## src/logic/dla_pkg.sv

```systemverilog
package dla_pkg;

    //////////////////////////////////////////////////////////////////////
    // Field widths
    //////////////////////////////////////////////////////////////////////

    // Tile dimensions and the row/col position inside a tile
    localparam int DIM_WID   = 6;

    // Beats per pixel
    localparam int DEPTH_WID = 4;

    localparam int SHIFT_WID = 5;

    // Global output buffer addressing
    localparam int ADDR_WID  = 16;

    //////////////////////////////////////////////////////////////////////
    // Structs
    //////////////////////////////////////////////////////////////////////

    // Latched once per tile
    typedef struct packed {
        logic [DIM_WID-1:0]   tile_length;
        logic [DIM_WID-1:0]   tile_height;
        logic [DEPTH_WID-1:0] valid_num;
        logic [SHIFT_WID-1:0] qtf_shift;
    } tile_cfg_t;

    // Output pixel position
    typedef struct packed {
        logic [DIM_WID-1:0] row;
        logic [DIM_WID-1:0] col;
        logic               tile_last;
    } pixel_pos_t;

    // Beat control, travels down the MAC pipeline with the data
    typedef struct packed {
        logic       valid;
        logic       first;
        logic       last;
        pixel_pos_t pos;
    } mac_cmd_t;

endpackage

```

## src/logic/glb_writer.sv

```systemverilog
`timescale 1ns/100ps

module glb_writer import dla_pkg::*; #(
    parameter int SIZE     = 8,
    parameter int DATA_WID = 16
) (
    input  logic                          clock,
    input  logic                          rst,

    input  logic [ADDR_WID-1:0]           of_base_addr,
    input  logic [ADDR_WID-1:0]           of_page_length,

    input  logic                          q_valid,
    input  logic [SIZE-1:0][DATA_WID-1:0] q_vec,
    input  pixel_pos_t                    q_pos,

    output logic                          of_wr_en,
    output logic [ADDR_WID-1:0]           of_wr_addr,
    output logic [SIZE-1:0][DATA_WID-1:0] of_wr_data,
    output logic                          tile_done
);

    logic [ADDR_WID-1:0] row_offset;
    logic [ADDR_WID-1:0] pixel_addr;

    // Row-major, one page per tile row
    assign row_offset = ADDR_WID'(q_pos.row) * of_page_length;
    assign pixel_addr = of_base_addr + row_offset + ADDR_WID'(q_pos.col);

    always_ff @(posedge clock) begin
        if (rst) begin
            of_wr_en  <= 1'b0;
            tile_done <= 1'b0;
        end else begin
            of_wr_en  <= q_valid;
            tile_done <= q_valid && q_pos.tile_last;
        end
    end

    always_ff @(posedge clock) begin
        if (q_valid) begin
            of_wr_addr <= pixel_addr;
            of_wr_data <= q_vec;
        end
    end

endmodule

```

## config.mk

```make
export PLATFORM = sky130hd
export DESIGN_NAME = glb_writer
export DESIGN_NICKNAME = d
export VERILOG_FILES = /design/src/logic/dla_pkg.sv /design/src/logic/glb_writer.sv
export SDC_FILE = /design/constraint.sdc
export NUM_CORES = 1
export LEC_CHECK = 0
export ABC_AREA = 0
export BUFFER_PORTS_ARGS = -buffer_cell sky130_fd_sc_hd__buf_2
export CAP_MARGIN = 15
export CORE_MARGIN = 3
export CORE_UTILIZATION = 52
export CTS_CLUSTER_DIAMETER = 200
export DETAILED_ROUTE_END_ITERATION = 7
export GPL_ROUTABILITY_DRIVEN = 0
export PLACE_DENSITY = 0.87
export SLEW_MARGIN = 10
export SYNTH_ARGS = -nofsm -noshare
export SYNTH_HDL_FRONTEND = slang
export SYNTH_SLANG_ARGS = --single-unit
```

## constraint.sdc

```tcl
create_clock -name clock -period 7 [get_ports clock]
set_input_delay 0.35 -clock clock [delete_from_list [all_inputs] [get_ports clock]]
set_output_delay 0.35 -clock clock [all_outputs]
set_load 0.01 [all_outputs]
```

---- Yosys cells after proc, flatten, opt, wreduce, memory -nomap -nowiden ----
Index checks and enable logic that the tools add are counted.
word-level totals
  register bits after elaboration ......... 146
  logic and storage cells ................. 15
cells by class
  add/sub/neg operators ................... 2
  $mul .................................... 1
  reductions and logical operators ........ 1
operator list
  cell                         number
  adder 16 bit                 1
  adder 16 x 6 -> 16 bit       1
  multiplier 6 x 16 -> 16 bit  1
  logical AND 1 bit            1

---- Depth between registers and ports, before layout ----
  depth after elaboration ................. 3
  gate-level depth with buffers ........... 18
  gate-level depth less buffers ........... 18

---- Worst setup path before layout ----
Ideal clock, no wire load.
  path type ............................... in2reg
  from .................................... input port q_pos[7] (netlist name)
  to ...................................... register of_wr_addr[15] (data pin)
  library setup time ...................... 260 ps
  arrival time ............................ 4,020 ps
  slack ................................... 2,721 ps
  stages .................................. 16
  path buffers ............................ 1
  path through ............................ clkbuf_1 > nand2_1 > fa_1 > inv_1 > fa_1 > fa_1 > inv_1 > fa_1 > inv_1 > ha_1 > a21o_2 > nor3_1 > nor2_1 > a31oi_1 > o21ai_0 > xnor2_1
on the way
  word-level cells in the longest chain between the ends .. 3
ends and longest elaborated chain
  item                         RTL line          text
  from (decl)                  glb_writer.sv:15  input pixel_pos_t q_pos,
  multiplier 6 x 16 -> 16 bit  glb_writer.sv:27  assign row_offset = ADDR_WID'(q_pos.row) * of_page_length;
  adder 16 bit                 glb_writer.sv:28  assign pixel_addr = of_base_addr + row_offset + ADDR_WID'(q_pos.col);
  adder 16 x 6 -> 16 bit       glb_writer.sv:28
  net pixel_addr[15]           glb_writer.sv:24  logic [ADDR_WID-1:0] pixel_addr;
  to (signal assigned)         glb_writer.sv:42  of_wr_addr <= pixel_addr;
  to (decl)                    glb_writer.sv:18  output logic [ADDR_WID-1:0] of_wr_addr,
The timed path passes the listed nets, and every way through them passes these cells.
A chain may end at the register's enable or synchronous reset.

---- Final worst setup path ----
Same ends and word-level chain as after synthesis.

==> run_results.csv <==
group,metric,value,unit
floorplan,initial_utilization,54.2,%
route,wl_per_cell,18.9,um
critical_path,type_of_destination_of_the_critical_path,"flop",
cts,hold_buffers,0,
synth,synthDominantCellAreaShare,59.1,%
worst_hold_path,hold_path_depth,2,
sta,drv_slew,0,
finish,filler_cell_count,954,
synth,yosysWarningCount,0,
sta,min_period_over_period,60.4,%
sta,rsz0062_at_grt,"false",
critical_path,arrival,4.37,ns
grt,gr-usage-all-layers,25.0,%
cts,tritoncts.num_buffers,17,
place,preCtsSetupSlack,2.36,ns
finish,area.growth.synth_to_final,32.4,%
power_and_ir_drop,p_int,2170,uW
synth,sequential_to_total_area_share_from_yosys_stat,59.6,%
synth,gate_count_post_synth,494,
cts,clock-sinks,146,
finish,share_of_cells_above_drive_strength_1,42.0,%
route,route.detailed.vias_per_inst,4.89,
synth,most_repeated_cell_in_the_gate_level_netlist_after_synthesis,"edfxtp_1",
synth,netlist_area,0.00732,mm^2
grt,grt_start_max_net_pins,79,
route,total_via_count_after_detailed_routing,4982,
route,drt_iter0_markers,368,
job,max_cap_violations,0,
synth,synth_edf_count,144,
power_and_ir_drop,power.combinational.fraction,36.8,%
worst_hold_path,hp-class,"in -> reg",
synth,cell_types_occupying_the_most_area_after_synthesis,"edfxtp_1, fa_1, ha_1",
floorplan,core.rowCount,42,
finish,nets,1100,
cts,cts-root-buf,"clkbuf_16",
cts,post_cts.resized_instances,0,
worst_hold_path,worstHoldEndpoint,"of_wr_en$_SDFF_PP0_",
sta,max_freq,0.236,GHz
power_and_ir_drop,clock_power_share,26.4,%
synth,synth_top_area_cell,"edfxtp_1",
synth,postSynthAreaPerCell,14.8,um^2
sta,timing.setup.tns,0,ns
critical_path,crit_path_start_kind,"input pin",
sta,slew_headroom,44.5,%
power_and_ir_drop,cellLeakagePower,0.00455,uW
synth,netlist-cell-type-count,31,
critical_path,criticalPathCategory,"in -> reg",
sta,fin_crit_period,4.23,ns
grt,globalRoute.totalOverflow,0,
critical_path,critical_path_maximum_fanout,16,
place,port_buffers,321,
power_and_ir_drop,net-switching-power,1000,uW
synth,seq_cells_post_synth,146,
grt,first_global_vias,5315,
route,remaining_drc_errors,0,
grt,number_of_antenna_violations_at_the_first_check_in_global_routing,2,
finish,postLayoutCoreUtil,71.8,%
route,route.final.wire_length,19.3,mm
sta,layout_setup_ws,2.77,ns
sta,slew_at_the_pin_closest_to_its_max_slew_limit,0.833,ns
route,drt_pre_antenna_iters,4,
synth,dominantRegCellSynth,"edfxtp_1",
outcome,run_status,"completed",
synth,synth_async_sr_flop_share,0,%
sta,final_hold_viol_count,0,
route,detail-route-antenna-nets,0,
cts,clk_path_buf_depth,2,
cts,cts_tree,"yes",
power_and_ir_drop,power_total,3170,uW
cts,number_of_h_tree_levels,4,
power_and_ir_drop,power_per_unit_of_standard_cell_area,327,mW/mm^2
floorplan,io_pins,322,
grt,global_route_wire_length_before_repair,29.0,mm
floorplan,die-height,125,um
worst_hold_path,worstHoldStart,"rst",
power_and_ir_drop,p_sw_share,31.6,%
critical_path,crit_required,7.14,ns
floorplan,chipWidth,125,um
floorplan,dieArea,0.0155,mm^2
cts,cts_post_setup_buffers_inserted,0,
sta,setup_viol,0,
synth,netlist_top_cells_count,"edfxtp_1, inv_1, fa_1",
synth,syn_nets,765,
floorplan,core_area,0.0135,mm^2
power_and_ir_drop,worst_ir_drop_vdd,0.198,mV
place,dp.final_hpwl,16.1,mm
power_and_ir_drop,pwr-share-seq,36.7,%
cts,clkSlewWorstSetupHoldPaths,0.05,ns
power groups by stage:
| stage | registers (uW) | clock network (uW) | logic [uW] |
|---|---|---|---|
| final | 1160 | 837 | 1170 |
| after global routing | 1170 | 885 | 1320 |
| after CTS | 1170 | 849 | 1180 |
| after detailed placement | 1180 | 0 | 1170 |
| after global placement | 1170 | 0 | 1130 |
| after floorplan | 1230 | 0 | 752 |
layer usage:
layer  wire (um)  up-vias  global-route usage, %
met3        1630       34                   6.43
li1            -     2295                      -
met5           0        -                      0
met2       10100      246                   43.5
met1        7130     2407                   30.5
met4         433        0                   8.51
final cells by class:
class / instances / area [um^2] / area share [%]
Timing Repair Buffer: 322 / 1620 / 16.7
Antenna cell: 2 / 5.00 / 0.0516
Clock inverter: 11 / 114 / 1.17
Sequential cell: 146 / 4360 / 45.0
Inverter: 98 / 368 / 3.79
Tap cell: 176 / 220 / 2.27
Multi-Input combinational cell: 244 / 2570 / 26.5
Clock buffer: 20 / 437 / 4.50
worst max-delay path: stages:
cell and delay (ns):
buf_2 0.24, nand2_1 0.13, fa_1 0.56, inv_1 0.06, fa_1 0.49, fa_1 0.51, inv_1 0.06, fa_1 0.47
inv_1 0.04, ha_1 0.35, a21o_2 0.26, nor3_1 0.15, nor2_1 0.09, a31oi_1 0.30, o21ai_0 0.17, xnor2_1 0.15
cells by family after synthesis:
| group | synth area share, % |
|---|---|
| and+or+nand+nor | 7.23 |
| adders and majority gates | 22.7 |
| buffers and inverters | 5.33 |
| AOI/OAI and AO/OA | 2.63 |
| xor gates and xnor gates | 2.51 |
| DFF | 59.6 |
through the flow:
stage               area, um^2  hold WS [ns]  instances
floorplan                 7320         0.429        494
global placement          9140         0.518        986
detailed placement        9140         0.526        986
CTS                       9690        0.0945       1017
global route              9700        0.0935       1019
finish                    9700         0.113       1019
worst max-delay path by stage:
stage,from,end,slack [ns]
after floorplan,q_pos[7],of_wr_addr[15]$_DFFE_PP_,2.72
after global placement,q_pos[7],of_wr_addr[15]$_DFFE_PP_,2.55
after global routing,q_pos[7],of_wr_addr[15]$_DFFE_PP_,2.53
after detailed placement,q_pos[7],of_wr_addr[15]$_DFFE_PP_,2.36
final,q_pos[7],of_wr_addr[15]$_DFFE_PP_,2.77
after CTS,q_pos[7],of_wr_addr[15]$_DFFE_PP_,2.80
layout by cell type, fill, tap and decap left out, drive strengths merged, types with 2 or more instances in the layout:
cell      synthesis  final
nand3             2      2
xnor2            19     19
o21a              3      3
clkbuf            6     20
o21bai            2      2
edfxtp          144    144
nor2b             3      3
ha               32     32
inv              98     99
xor2              2      2
diode             0      2
nand2            36     36
nor3              7      7
o21ai             3      3
a21oi             6      6
clkinv            0      5
bufinv            0      2
a21o              4      4
dfxtp             2      2
nor2              4      4
and2             49     49
clkinvlp          0      3
buf               0    322
fa               63     63
registers in the layout, summed over array words and instances (netlist names):
register,count
tile_done,1
of_wr_en,1
of_wr_addr,16
of_wr_data,128
No activity file was read; power rests on OpenSTA's default activity.
