### src/logic/dla_pkg.sv
package dla_pkg;

    //////////////////////////////////////////////////////////////////////
    // Field widths
    //////////////////////////////////////////////////////////////////////

    // Tile dimensions and the row/col position inside a tile
    localparam int DIM_WID   = 6;

    // Beats per pixel
    localparam int DEPTH_WID = 4;

    localparam int SHIFT_WID = 5;

    // Global output buffer addressing
    localparam int ADDR_WID  = 16;

    //////////////////////////////////////////////////////////////////////
    // Structs
    //////////////////////////////////////////////////////////////////////

    // Latched once per tile
    typedef struct packed {
        logic [DIM_WID-1:0]   tile_length;
        logic [DIM_WID-1:0]   tile_height;
        logic [DEPTH_WID-1:0] valid_num;
        logic [SHIFT_WID-1:0] qtf_shift;
    } tile_cfg_t;

    // Output pixel position
    typedef struct packed {
        logic [DIM_WID-1:0] row;
        logic [DIM_WID-1:0] col;
        logic               tile_last;
    } pixel_pos_t;

    // Beat control, travels down the MAC pipeline with the data
    typedef struct packed {
        logic       valid;
        logic       first;
        logic       last;
        pixel_pos_t pos;
    } mac_cmd_t;

endpackage

### src/logic/tile_sequencer.sv
`timescale 1ns/100ps

module tile_sequencer import dla_pkg::*; #(
    parameter int SIZE     = 8,
    parameter int DATA_WID = 16
) (
    input  logic                          clock,
    input  logic                          rst,

    input  logic                          tile_start,
    input  logic [DIM_WID-1:0]            tile_length,
    input  logic [DIM_WID-1:0]            tile_height,
    input  logic [DEPTH_WID-1:0]          valid_num,
    input  logic [SHIFT_WID-1:0]          qtf_shift,

    input  logic                          beat_valid,
    input  logic signed [DATA_WID-1:0]    ifm_pixel,
    input  logic [SIZE-1:0][DATA_WID-1:0] wgt_vec,

    output logic                          busy,
    output tile_cfg_t                     cfg,
    output mac_cmd_t                      cmd,
    output logic signed [DATA_WID-1:0]    cmd_pixel,
    output logic [SIZE-1:0][DATA_WID-1:0] cmd_wgt
);

    logic [DEPTH_WID-1:0] beat_cnt;
    logic [DIM_WID-1:0]   col_cnt;
    logic [DIM_WID-1:0]   row_cnt;

    logic accept;
    logic beat_first;
    logic beat_last;
    logic col_last;
    logic row_last;

    // Beats outside a tile are dropped
    assign accept     = busy && beat_valid;
    assign beat_first = (beat_cnt == '0);
    assign beat_last  = (beat_cnt == cfg.valid_num - DEPTH_WID'(1));
    assign col_last   = (col_cnt == cfg.tile_length - DIM_WID'(1));
    assign row_last   = (row_cnt == cfg.tile_height - DIM_WID'(1));

    //////////////////////////////////////////////////////////////////////
    // Beat, column and row counters
    //////////////////////////////////////////////////////////////////////

    always_ff @(posedge clock) begin
        if (rst) begin
            busy     <= 1'b0;
            cfg      <= '0;
            beat_cnt <= '0;
            col_cnt  <= '0;
            row_cnt  <= '0;
        end else if (!busy) begin
            if (tile_start) begin
                busy            <= 1'b1;
                cfg.tile_length <= tile_length;
                cfg.tile_height <= tile_height;
                cfg.valid_num   <= valid_num;
                // Shared by every stage, so only change it on a drained pipe
                cfg.qtf_shift   <= qtf_shift;
                beat_cnt        <= '0;
                col_cnt         <= '0;
                row_cnt         <= '0;
            end
        end else if (accept) begin
            if (!beat_last) begin
                beat_cnt <= beat_cnt + DEPTH_WID'(1);
            end else begin
                beat_cnt <= '0;
                if (!col_last) begin
                    col_cnt <= col_cnt + DIM_WID'(1);
                end else begin
                    col_cnt <= '0;
                    if (!row_last) begin
                        row_cnt <= row_cnt + DIM_WID'(1);
                    end else begin
                        // Final beat of the tile
                        row_cnt <= '0;
                        busy    <= 1'b0;
                    end
                end
            end
        end
    end

    // Tag the accepted beat
    always_ff @(posedge clock) begin
        if (rst) begin
            cmd <= '0;
        end else begin
            cmd.valid <= accept;
            if (accept) begin
                cmd.first         <= beat_first;
                cmd.last          <= beat_last;
                cmd.pos.row       <= row_cnt;
                cmd.pos.col       <= col_cnt;
                cmd.pos.tile_last <= col_last && row_last;
            end
        end
    end

    always_ff @(posedge clock) begin
        if (accept) begin
            cmd_pixel <= ifm_pixel;
            cmd_wgt   <= wgt_vec;
        end
    end

endmodule

### config.mk
export PLATFORM = sky130hd
export DESIGN_NAME = tile_sequencer
export DESIGN_NICKNAME = d
export VERILOG_FILES = /design/src/logic/dla_pkg.sv /design/src/logic/tile_sequencer.sv
export SDC_FILE = /design/constraint.sdc
export NUM_CORES = 1
export LEC_CHECK = 0
export BUFFER_PORTS_ARGS = -buffer_cell sky130_fd_sc_hd__buf_2
export CAP_MARGIN = 20
export CORE_AREA = 8 8 132 134
export DETAILED_ROUTE_END_ITERATION = 12
export DIE_AREA = 0 0 140 142
export GPL_ROUTABILITY_DRIVEN = 0
export PLACE_DENSITY = 0.89
export SLEW_MARGIN = 20
export SYNTH_ARGS = -nofsm -noshare
export SYNTH_HDL_FRONTEND = slang
export SYNTH_SLANG_ARGS = --single-unit
### constraint.sdc
create_clock -name clock -period 7.95 [get_ports clock]
set_input_delay 0.3975 -clock clock [delete_from_list [all_inputs] [get_ports clock]]
set_output_delay 0.3975 -clock clock [all_outputs]
set_load 0.1 [all_outputs]
After elaboration in Yosys (flattened, before gate mapping) --
Cells that the tools add are included.
Storage, ports and cells: bits of input ports 169, flip-flop bits (word level) 198, logic and storage cells 64, output and inout port bits 182
Cells by class: muxes and demuxes 20, eq/ne operators 6, add/sub/neg operators 6, bitwise logic cells 1, reductions and logical operators 8
Operators by type and width (number):
- 6-bit 2-to-1 mux | 10
- 4-bit 2-to-1 mux | 4
- 6-bit by 1-bit adder with 6-bit output, second input constant | 2
- 6-bit equality test | 2
- 6-bit by 1-bit subtractor with 6-bit output, second input constant | 2
- 1-bit 2-to-1 mux | 6
- 2-bit by 1-bit inequality test with 1-bit output, second input constant | 3
- 4-bit by 1-bit adder with 4-bit output, second input constant | 1
- 4-bit equality test | 1
- 4-bit zero test | 1
- 2-bit AND reduction | 2
- 4-bit AND reduction | 1
- 4-bit by 1-bit subtractor with 4-bit output, second input constant | 1
- 3-bit AND reduction | 1
- 1-bit logical AND | 2
- 2-bit nonzero test | 1
- 1-bit NOT | 1

Depth between registers and ports, before layout --
word-level depth 7, depth in mapped cells 9, gate-level depth less buffers 8

Worst setup path before layout --
No wires, ideal clock.
path type register to register, from register busy, to register cmd_pixel[0], enable pin, required time 7386 ps, slack 1736 ps, cell stages (with the launch flop) 5, arrival 5650 ps, period minus slack after synthesis 6214 ps, library setup time 564 ps, path buffers 2, path through dfxtp_1 -> nand2_1 -> clkbuf_1 -> clkinv_1 -> clkbuf_1
Between the ends: longest elaborated chain between the ends 1
Ends and longest elaborated chain:
- start, declared | line tile_sequencer.sv:20 | output logic busy,
- start signal, assigned | line tile_sequencer.sv:50 | busy <= 1'b0;
- start signal, assigned | line tile_sequencer.sv:57 | busy <= 1'b1;
- start signal, assigned | line tile_sequencer.sv:81 | busy <= 1'b0;
- 1-bit logical AND | line tile_sequencer.sv:38 | assign accept = busy && beat_valid;
- net accept | line tile_sequencer.sv:31 | logic accept;
- end signal, assigned | line tile_sequencer.sv:106 | cmd_pixel <= ifm_pixel;
- end, declared | line tile_sequencer.sv:23 | output logic signed [DATA_WID-1:0] cmd_pixel,
The timed path passes the listed nets, and every way through them passes these cells. A chain may end at the register's enable or synchronous reset.

Worst setup path after layout --
from register busy, to register cmd_wgt[6] (netlist bit), enable pin
Between the ends: longest elaborated chain between the ends 1
Ends and longest elaborated chain:
- 1-bit logical AND | line tile_sequencer.sv:38
- end signal, assigned | line tile_sequencer.sv:107 | cmd_wgt <= wgt_vec;
- end, declared | line tile_sequencer.sv:24 | output logic [SIZE-1:0][DATA_WID-1:0] cmd_wgt
Every way passes these cells.

==> run metrics <==
status=finished clean; post-synthesis sequential area ratio=78.3%; WP data arrival=3.07 ns; Residual DRC=0; vias in the first global route=5256; TritonCTS buffer count=17; final hold vios=0; EDFF count, synth=144; Setup violations, final=0; worst r2r dst=cmd_wgt[6]; simple-gate share of the synthesized area=9.54%; largest family of logic cells by synthesized area=simple AND/OR/NAND/NOR gates; r2r worst-path depth=3; max-cap viol count=0; Setup Skew=0.0135 ns; via density per instance=5.01; Syn Std Cell Area=6900 um2; post-synth top area share=62.7%; Async SR Flop Fraction=0%; CP endpoint kind=flip-flop; Post-Synth Adder-Cell Area=1.27%; Die X=140 um; multiplexer share of the synthesized area=0.145%; Placed Instance Area=8850 um2; initial antenna violation count=8; Unique masters post-synth=46; Total Wirelength=20.6 mm; first-pass GRT wire length=30.0 mm; overall routing resource usage=20.0%; grt ovf=0; IO buf count=350; final hold slack=0.146 ns; via count=5158; Layout Nets=995; die area=19900 um2; crit path cell chain=nand2_1 > inv_6 > buf_4; Worst setup SP type=flip-flop; routed len/inst=20.0 um; setup repair after global routing missed its margin=false; Num Clock Sinks=198; Mapped Nets=640; Rel. slew slack=36.6%; final instance area=9460 um2; synth cell count leaders=edfxtp_1 (144), nand2_1 (85), dfxtp_1 (54); PostCTS Resize Cnt=0; Detailed Place HPWL=16.4 mm; Syn Inst Count=464; Synth Area in XOR/XNOR=2.92%; cts hold-fix bufs=0; CTS root buf=clkbuf_16; largest net degree at the start of global routing=97; clock tree buffer depth=2; setup_tns=0 ns; Hold Path Class=input pin to flip-flop; row count=46; CTS tree=done; count leader, synth=edfxtp_1; synth top area cells=edfxtp_1 (63%), dfxtp_1 (16%), nand2_1 (4.6%); Worst-Margin Slew=0.951 ns; P_leak=4.01 nW; Slowest-stage cell, CP=inv_6; clk slew on worst S/H paths=0.08 ns; worst hold endpoint=cmd_wgt[65]; ratio of cells with drive above 1 in the final layout=47.2%; Max FO, Critical Path=96; Synth area leader=edfxtp_1; CP Data Required Time=8.00 ns; flops & latches, synth=198; CP max stage delay=0.80 ns; Hold Startpoint=wgt_vec[65]; maximum VDD drop=0.000130 V; Final Cycle Share=38.0%; compound-cell area share of the yosys netlist=6.15%; final-report max-slew violation count=0; core area=15400 um2; Synth Flop Type=edfxtp_1; Skew-Pair Late Insertion Delay=0.42 ns; Setup CP Type=flip-flop to flip-flop; chip height=142 um; R2R Setup Slk=4.93 ns; Synth Warn #=0; hold depth=1; antenna viol nets, final=0; FILL cells=1214; Fmax=331 MHz; number of iterations in the first detailed-routing pass=6; Ports=351; Area growth syn-to-layout=37.1%; Initial Util=44.7%; pwr dens=254 nW/um2; H-tree levels=4; setup bufs post-CTS=0; Final Critical Period=3.02 ns; syn avg cell area=14.9 um2; critical register-to-register path startpoint=busy; number of DRC markers in iteration 0=282
## critical path: cells and delay by family, from the launching register on
kind	cells	cell delay, ns
buffers and inverters	2	1.56
DFF	1	0.48
and+or+nand+nor	1	0.56
## cells by family after synthesis
kind of cell    Yosys count
mux                       1
xor+xnor                 23
simple gates            141
flops                   198
buf+inv                  28
compound gates           66
fa+ha+maj                 7
## per-layer routing
layer	part of all wire [%]	vias up	track usage, %
met5	0.28	-	0
met4	1.9	8	6.80
met3	9.4	36	8.15
met2	53	261	37.2
met1	35	2459	19.7
li1	-	2394	-
## worst max-delay path by stage
stage,startpoint,endpoint,slack (ns)
6_report,busy,cmd_wgt[6],4.93
5_1_grt,busy,cmd[9],4.68
4_1_cts,busy,cmd[9],4.92
3_5_place_dp,busy,cmd[9],4.93
3_3_place_gp,beat_valid,cmd_wgt[39],5.06
2_1_floorplan,busy,cmd_pixel[0],1.74
## registers in the layout, indices dropped and copies added, names as in the netlist
name	count
cmd	16
cmd_wgt	128
row_cnt	6
cmd_pixel	16
beat_cnt	4
col_cnt	6
cfg	21
busy	1
## through the flow
step                      power (W)  utilization, %  cells  setup slack (ns)
final                       0.00240            61.3   1030              4.93
after detailed placement    0.00158            57.4    992              4.93
after CTS                   0.00243            61.2   1024              4.92
after global routing        0.00248            61.3   1028              4.68
after global placement      0.00157            57.4    992              5.06
after floorplan             0.00149               -    464              1.74
## cell usage in the layout (no fill, tap or decap), drive strengths merged, types with 3 or more instances in the layout
master    n
a211o     3
a21oi    42
a32o      3
and2      3
buf     353
clkbuf   17
clkinv    3
dfxtp    54
diode     6
edfxtp  144
ha        7
inv      21
nand2    85
nand2b    5
nand3     6
nor2      9
nor3     18
o21ai     4
xnor2     9
xor2     14
## where the power goes
part	internal, W	switching (W)	total, W	leakage (nW)
Clock	0.000452	0.000403	0.000855	0.293
Combinational	0.0000711	0.000314	0.000385	1.94
Sequential	0.00115	0.0000167	0.00116	1.77
## final cells by class
class                           instances  area (um2)  share of cell area [%]
Inverter                               11        46.3                   0.489
Clock buffer                           17         425                    4.50
Multi-Input combinational cell        238        1380                    14.6
Sequential cell                       198        5410                    57.2
Tap cell                              192         240                    2.54
Antenna cell                            6        15.0                   0.159
Timing Repair Buffer                  353        1770                    18.8
Clock inverter                         15         170                    1.80
Power figures use the tool's default switching activity.
